--- config.mk ---
export PLATFORM = sky130hd
export DESIGN_NAME = ita_requant_top
export DESIGN_NICKNAME = d
export VERILOG_FILES = /design/src/source/ita_package.sv /design/src/source/ita_dotp_array.sv /design/src/source/ita_controller.sv /design/src/source/ita_requantizer.sv /design/src/source/ita_requant_top.sv
export SDC_FILE = /design/constraint.sdc
export NUM_CORES = 2
export LEC_CHECK = 0
export ABC_AREA = 1
export BUFFER_PORTS_ARGS = -buffer_cell sky130_fd_sc_hd__buf_2
export CORE_AREA = 4 4 368 370
export DETAILED_ROUTE_END_ITERATION = 10
export DIE_AREA = 0 0 372 374
export HOLD_SLACK_MARGIN = 0.05
export PLACE_DENSITY = 0.84
export SLEW_MARGIN = 40
export SYNTH_ARGS = -nofsm -noshare
export SYNTH_HDL_FRONTEND = slang
export SYNTH_HIERARCHICAL = 1
export SYNTH_SLANG_ARGS = --single-unit
export TNS_END_PERCENT = 20
--- constraint.sdc ---
create_clock -name clk_i -period 8.8 [get_ports clk_i]
set_input_delay 0.44 -clock clk_i [delete_from_list [all_inputs] [get_ports clk_i]]
set_output_delay 0.44 -clock clk_i [all_outputs]
set_load 0.01 [all_outputs]
--- src/source/ita_package.sv ---
/*
  Shared widths, lane count and types of the requantizing dot-product engine
  Mode and controller state enums, lane vectors and the requant settings struct
*/

package ita_package;

  // Lane count and datapath widths
  localparam int unsigned N   = 4;
  localparam int unsigned WI  = 8;   // Activations, weights, bias, outputs
  localparam int unsigned WO  = 24;  // Accumulator and lane result
  localparam int unsigned EMS = 8;   // Multiplier and shift constants

  // How the lane result is read before scaling
  typedef enum logic {
    Signed   = 1'b0,
    Unsigned = 1'b1
  } requant_mode_e;

  typedef enum logic {
    Idle  = 1'b0,
    Accum = 1'b1
  } ctrl_state_e;

  typedef logic [EMS-1:0] requant_const_t;

  // Per-lane vectors, lane i in slice [i]
  typedef logic signed [N-1:0][WI-1:0] inp_t;
  typedef logic [N-1:0][WO-1:0]        oup_t;
  typedef logic signed [N-1:0][WI-1:0] requant_oup_t;

  // Tile settings, sampled with the last beat
  typedef struct packed {
    requant_mode_e  mode;
    requant_const_t eps_mult;
    requant_const_t right_shift;
  } requant_cfg_t;

endpackage

--- src/source/ita_dotp_array.sv ---
/*
  Per-lane multiply-accumulate over a tile of beats
  Holds the finished tile result, settings and bias for the requantizer
*/

`timescale 1ns/1ps

module ita_dotp_array
  import ita_package::*;
(
  input  logic         clk_i,
  input  logic         rst_ni,
  input  logic         in_valid_i,
  input  logic         in_last_i,
  input  logic         acc_clear_i,
  input  inp_t         act_i,
  input  inp_t         wgt_i,
  input  requant_cfg_t cfg_i,
  input  inp_t         bias_i,
  output oup_t         result_o,
  output requant_cfg_t cfg_o,
  output inp_t         bias_o
);

  logic signed [2*WI-1:0] prod [N];
  oup_t                   acc_d, acc_q;
  oup_t                   result_q;
  requant_cfg_t           cfg_q;
  inp_t                   bias_q;
  logic                   last_beat;

  assign last_beat = in_valid_i & in_last_i;

  always_comb begin
    acc_d = acc_q;
    for (int i = 0; i < N; i++) begin
      prod[i] = signed'(act_i[i]) * signed'(wgt_i[i]);
      // First beat of a tile starts a fresh sum
      if (acc_clear_i) begin
        acc_d[i] = WO'(prod[i]);
      end else begin
        acc_d[i] = acc_q[i] + WO'(prod[i]);
      end
    end
  end

  always_ff @(posedge clk_i, negedge rst_ni) begin
    if (!rst_ni) begin
      acc_q <= '0;
    end else if (in_valid_i) begin
      acc_q <= acc_d;
    end
  end

  // Second copy frees the accumulator for the next tile
  always_ff @(posedge clk_i, negedge rst_ni) begin
    if (!rst_ni) begin
      result_q <= '0;
      cfg_q    <= '0;
      bias_q   <= '0;
    end else if (last_beat) begin
      result_q <= acc_d;
      cfg_q    <= cfg_i;
      bias_q   <= bias_i;
    end
  end

  assign result_o = result_q;
  assign cfg_o    = cfg_q;
  assign bias_o   = bias_q;

  a_last_needs_valid : assert property (
    @(posedge clk_i) disable iff (!rst_ni) in_last_i |-> in_valid_i
  ) else $error("in_last_i high without in_valid_i");

endmodule

--- src/source/ita_controller.sv ---
/*
  Tile state machine and the pulse chain that times the requantizer
  and the output strobe after each last beat
*/

`timescale 1ns/1ps

module ita_controller
  import ita_package::*;
(
  input  logic clk_i,
  input  logic rst_ni,
  input  logic in_valid_i,
  input  logic in_last_i,
  output logic acc_clear_o,
  output logic tile_done_o,
  output logic calc_en_q_o,
  output logic out_valid_o
);

  ctrl_state_e state_d, state_q;
  logic        done_q;
  logic        calc_q;
  logic        valid_q;

  always_comb begin
    state_d = state_q;
    if (in_valid_i) begin
      if (in_last_i) begin
        state_d = Idle;
      end else begin
        state_d = Accum;
      end
    end
  end

  // Any beat seen in Idle opens a new tile
  assign acc_clear_o = in_valid_i & (state_q == Idle);

  always_ff @(posedge clk_i, negedge rst_ni) begin
    if (!rst_ni) begin
      state_q <= Idle;
    end else begin
      state_q <= state_d;
    end
  end

  // One bit per tile in flight that shifts every cycle
  always_ff @(posedge clk_i, negedge rst_ni) begin
    if (!rst_ni) begin
      done_q  <= 1'b0;
      calc_q  <= 1'b0;
      valid_q <= 1'b0;
    end else begin
      done_q  <= in_valid_i & in_last_i; // Stage 1 enable
      calc_q  <= done_q;                 // Stage 2 enable
      valid_q <= calc_q;
    end
  end

  assign tile_done_o = done_q;
  assign calc_en_q_o = calc_q;
  assign out_valid_o = valid_q;

  a_valid_latency : assert property (
    @(posedge clk_i) disable iff (!rst_ni) out_valid_o == $past(tile_done_o, 2)
  ) else $error("out_valid_o not two cycles after tile_done_o");

endmodule

--- src/source/ita_requantizer.sv ---
/*
  Two-stage requantizer with scale, arithmetic shift and rounding
  followed by bias add and saturation to the 8-bit output range
*/

`timescale 1ns/1ps

module ita_requantizer
  import ita_package::*;
(
  input  logic         clk_i,
  input  logic         rst_ni,
  input  requant_cfg_t cfg_i,
  input  logic         calc_en_i,
  input  logic         calc_en_q_i,
  input  oup_t         result_i,
  input  inp_t         add_i,
  output requant_oup_t requant_oup_o
);

  localparam logic signed [WI-1:0] SAT_MAX = {1'b0, {(WI-1){1'b1}}};
  localparam logic signed [WI-1:0] SAT_MIN = {1'b1, {(WI-1){1'b0}}};

  logic signed [WO:0]       mult_op   [N];
  logic signed [EMS+WO:0]   product   [N];
  logic signed [EMS+WO:0]   round_src [N];
  logic signed [EMS+WO:0]   shifted_d [N];
  logic signed [EMS+WO:0]   shifted_q [N];
  logic signed [EMS+WO+1:0] sum       [N];
  inp_t                     add_q;
  requant_oup_t             requant_oup_d, requant_oup_q;

  // Stage 1
  always_comb begin
    for (int i = 0; i < N; i++) begin
      if (cfg_i.mode == Unsigned) begin
        mult_op[i] = {1'b0, result_i[i]}; // Zero-extend
      end else begin
        mult_op[i] = signed'(result_i[i]);
      end
      product[i]   = signed'({1'b0, cfg_i.eps_mult}) * mult_op[i];
      shifted_d[i] = product[i] >>> cfg_i.right_shift;
      // Last bit shifted out rounds up
      round_src[i] = product[i] >>> (cfg_i.right_shift - 1'b1);
      if ((cfg_i.right_shift != '0) && round_src[i][0]) begin
        shifted_d[i] = shifted_d[i] + 1'b1;
      end
    end
  end

  // Stage 2
  always_comb begin
    for (int i = 0; i < N; i++) begin
      sum[i] = shifted_q[i] + signed'(add_q[i]);
      if (sum[i] > SAT_MAX) begin
        requant_oup_d[i] = SAT_MAX;
      end else if (sum[i] < SAT_MIN) begin
        requant_oup_d[i] = SAT_MIN;
      end else begin
        requant_oup_d[i] = sum[i][WI-1:0];
      end
    end
  end

  always_ff @(posedge clk_i, negedge rst_ni) begin
    if (!rst_ni) begin
      shifted_q <= '{default: '0};
      add_q     <= '0;
    end else if (calc_en_i) begin
      shifted_q <= shifted_d;
      add_q     <= add_i; // Bias follows its tile
    end
  end

  always_ff @(posedge clk_i, negedge rst_ni) begin
    if (!rst_ni) begin
      requant_oup_q <= '0;
    end else if (calc_en_q_i) begin
      requant_oup_q <= requant_oup_d;
    end
  end

  assign requant_oup_o = requant_oup_q;

  a_stage_order : assert property (
    @(posedge clk_i) disable iff (!rst_ni) calc_en_q_i == $past(calc_en_i)
  ) else $error("calc_en_q_i does not follow calc_en_i by one cycle");

endmodule

--- src/source/ita_requant_top.sv ---
/*
  Top level of the requantizing dot-product engine
  Controller, MAC array and requantizer
*/

`timescale 1ns/1ps

module ita_requant_top
  import ita_package::*;
(
  input  logic         clk_i,
  input  logic         rst_ni,
  input  logic         in_valid_i,
  input  logic         in_last_i,
  input  inp_t         act_i,
  input  inp_t         wgt_i,
  input  requant_cfg_t cfg_i,
  input  inp_t         bias_i,
  output logic         out_valid_o,
  output requant_oup_t out_data_o
);

  logic         acc_clear;
  logic         tile_done;
  logic         calc_en_q;
  oup_t         result;
  requant_cfg_t tile_cfg;  // Settings of the finished tile
  inp_t         tile_bias;

  ita_controller u_ctrl (
    .clk_i       (clk_i),
    .rst_ni      (rst_ni),
    .in_valid_i  (in_valid_i),
    .in_last_i   (in_last_i),
    .acc_clear_o (acc_clear),
    .tile_done_o (tile_done),
    .calc_en_q_o (calc_en_q),
    .out_valid_o (out_valid_o)
  );

  ita_dotp_array u_dotp (
    .clk_i       (clk_i),
    .rst_ni      (rst_ni),
    .in_valid_i  (in_valid_i),
    .in_last_i   (in_last_i),
    .acc_clear_i (acc_clear),
    .act_i       (act_i),
    .wgt_i       (wgt_i),
    .cfg_i       (cfg_i),
    .bias_i      (bias_i),
    .result_o    (result),
    .cfg_o       (tile_cfg),
    .bias_o      (tile_bias)
  );

  ita_requantizer u_requant (
    .clk_i         (clk_i),
    .rst_ni        (rst_ni),
    .cfg_i         (tile_cfg),
    .calc_en_i     (tile_done),
    .calc_en_q_i   (calc_en_q),
    .result_i      (result),
    .add_i         (tile_bias),
    .requant_oup_o (out_data_o)
  );

endmodule

==> impl_metrics.csv <==
group,metric,value,unit
run_status,status,"finished with violations",
run_status,violations,"DRC",
sta,report.final.hold_viol_count,0,
route,num_vias,90070,
setup_path,worst_ep_required_time,9.44,ns
setup_path,crit_top_cell,"nand2_1",
layout,fillers,11610,
global_route,grt_pass1_wl,448600,um
layout,area_growth,4.102,%
global_route,gr-total-overflow,0,
yosys,ys_ff_latch,441,
sta,worstMarginPinSlew,0.8522,ns
layout,drive_gt1_share,4.719,%
run,max-cap-violations,0,
die,start_util,66.56,%
route,dr.pass1.iters,11,
yosys,synthArstFlopShare,100.0,%
sta,fmaxAchievable,0.1230,GHz
yosys,synth_nets,15570,
cts,cts_max_level,2,
global_route,grt_max_degree,161,
setup_path,worst-path-max-fanout,34,
cts,insertion_delay,0.70,ns
die,die-area,0.1391,mm2
yosys,synthCells,14000,
hold_path,hold_class,"input port to flop",
cts,cts_root_buf,"clkbuf_16",
route,finalWirelength,276600,um
setup_path,critPathArrivalTime,8.77,ns
yosys,synth_edf_count,0,
sta,skew,0.05003,ns
setup_path,cp-start-kind,"flop",
route,wire_per_inst,17.77,um
placement,gp_congestion,1.068,
yosys,yosysUniqueCellTypes,58,
route,postRouteAntennaNets,0,
layout,mostFrequentLayoutCells,"nand2_1 (4794), inv_1 (2582), nand3_1 (1656), fa_1 (844), nor2_1 (695)",
global_route,antenna_found_initial,3,
cts,cts_sinks,441,
cts,tritoncts,"done",
placement,dpl.hpwl,218100,um
route,drc,1,
setup_path,cp_num_buf_inv,6,
yosys,synthFlopType,"dfrtp_1",
cts,numCtsBuffers,54,
sta,finalCriticalPeriod,8.132,ns
sta,setup_viol,0,
yosys,ys_warn_count,6,
die,io_pins,150,
cts,cts.clk_slew.worst_paths,0.07,ns
global_route,grt_pass1_vias,88160,
layout,final_common_cell,"nand2_1",
die,die_x,372,um
cts,cts.path.max_buffers,3,
die,die_h,374,um
layout,nets,15330,
global_route,grt_usage,39.37,%
yosys,syn_area,0.08827,mm2
placement,portBuffers,149,
sta,tns,0,ns
setup_path,end_kind,"flop",
route,drt_iter0_drc,9981,
sta,period_share,92.41,%
setup_path,cp_slowest_cell,"fa_1",
die,fp.coreArea,0.1326,mm2
setup_path,path_class,"flop to flop",
yosys,syn_avg_cell_area,6.306,um2
die,num_rows,134,
route,routed_via_density,5.787,
setup_path,cp_slowest_stage_delay,0.73,ns
sta,drv_slew,0,
yosys,ys_seq_area_share,12.50,%
setup_path,crit_family,"simple AND/OR/NAND/NOR gates",
sta,slew_headroom,42.59,%
sta,rsz0062_at_grt,"no",
## stage by stage
step	cells	setup slack, ns	utilization (%)	area (um2)	hold slack, ns
floorplan	14000	2.090	-	88270	0.1444
global placement	15410	0.8093	67.35	89330	0.4017
detailed placement	15410	0.6263	67.41	89400	0.4071
CTS	15560	0.6137	69.17	91740	0.07965
global route	15560	0.02251	69.28	91880	0.1071
finish	15570	0.6676	69.29	91890	0.1408
## final timing paths
check                                            from                          to  slack [ns]  cells past startpoint
min in group asynchronous                      rst_ni         u_dotp/result_o[65]        0.31                      2
hold reg to reg            u_requant/requant_oup_o[0]  u_requant/requant_oup_o[0]        0.48                      2
setup reg to reg                      u_dotp/cfg_o[8]     u_requant/shifted_q[57]        0.67                     38
setup / recovery                      u_dotp/cfg_o[8]     u_requant/shifted_q[57]        0.67                     38
hold / removal                               cfg_i[0]             u_dotp/cfg_o[0]        0.14                      3
max in group asynchronous                      rst_ni           u_dotp/bias_o[14]        6.48                      5
## tightest hold or removal path, cell delays in order
cell,delay [ns]
buf_2,0.14
nand2_1,0.16
nand2_1,0.07
## synth_stat cells, types with 15 or more instances
cell      instances  share of area (%)
nand2_1        4795                 20
inv_1          2584                 11
nand3_1        1656                9.4
fa_1            844                 19
nor2_1          701                3.0
ha_1            614                8.7
dfrtp_1         441                 13
a21oi_1         391                2.2
clkbuf_1        267                1.1
o21ai_0         256                1.5
nand4_1         189                1.3
xor2_1          139                1.4
buf_2           117               0.66
xnor2_1          96               0.95
clkbuf_2         91               0.52
nor3_1           71               0.40
a31oi_1          70               0.50
buf_1            68               0.29
nand2_2          61               0.43
nand3b_1         50               0.43
nand3_2          48               0.54
nor2_2           48               0.34
inv_2            47               0.20
o21bai_1         39               0.33
o211ai_1         35               0.30
or2_2            35               0.25
o21ai_1          33               0.19
and2_1           28               0.20
nor4_1           22               0.16
buf_6            18               0.23
nor2_4           18               0.23
a21o_1           16               0.14
a21oi_2          15               0.15
## routing by layer
metal / up-vias / GRT usage (%) / part of all wire [%]
met2: 4414 / 63.44 / 46
met3: 757 / 6.549 / 9.4
met4: 4 / 15.03 / 4.3
li1: 42550 / - / -
met1: 42350 / 53.26 / 41
met5: - / 0 / 0.0076
## state kept, by name, summed over array words and instances, names as in the netlist
signal and cells:
u_requant/requant_oup_o 32, u_dotp/result_o 96, u_dotp/cfg_o 17, u_ctrl/tile_done_o 1, u_dotp/bias_o 32, u_requant/shifted_q 132, u_ctrl/calc_en_q_o 1, u_requant/add_q 32
u_dotp/acc_q 96, u_ctrl/out_valid_o 1, u_ctrl/state_q 1
## kinds of logic (layout without fill, tap and decap cells)
group           Yosys count  in the layout  synth area share (%)
simple gates           7753           7753                 37.47
buf+inv                3213           3010                 14.18
fa+ha+maj              1458           1458                 27.85
compound gates          897            897                 5.653
flops                   441            441                 12.50
xor+xnor                236            236                 2.350
other cells               0              2                     0
## cell type report
class	count	area [um2]	area share [%]
tap	1768	2212	2.407
sequential	441	11080	12.05
clock inverter	33	384.1	0.4180
timing repair buffer	269	2024	2.203
clock buffer	67	1460	1.589
inverter	2641	9933	10.81
antenna	2	5.005	0.005447
multi-input combinational	10340	64790	70.51
## repair_timing
item,4_1_cts,5_1_grt
setup buffers,0,2
setup endpoints to repair,0,10
resized for setup,0,1
hold buffers,49,0
endpoints found under the hold margin,100,0
Power is left out: the tool's default activity adds up to more than one toggle a clock period on the data nets, which glitch-free logic cannot reach.
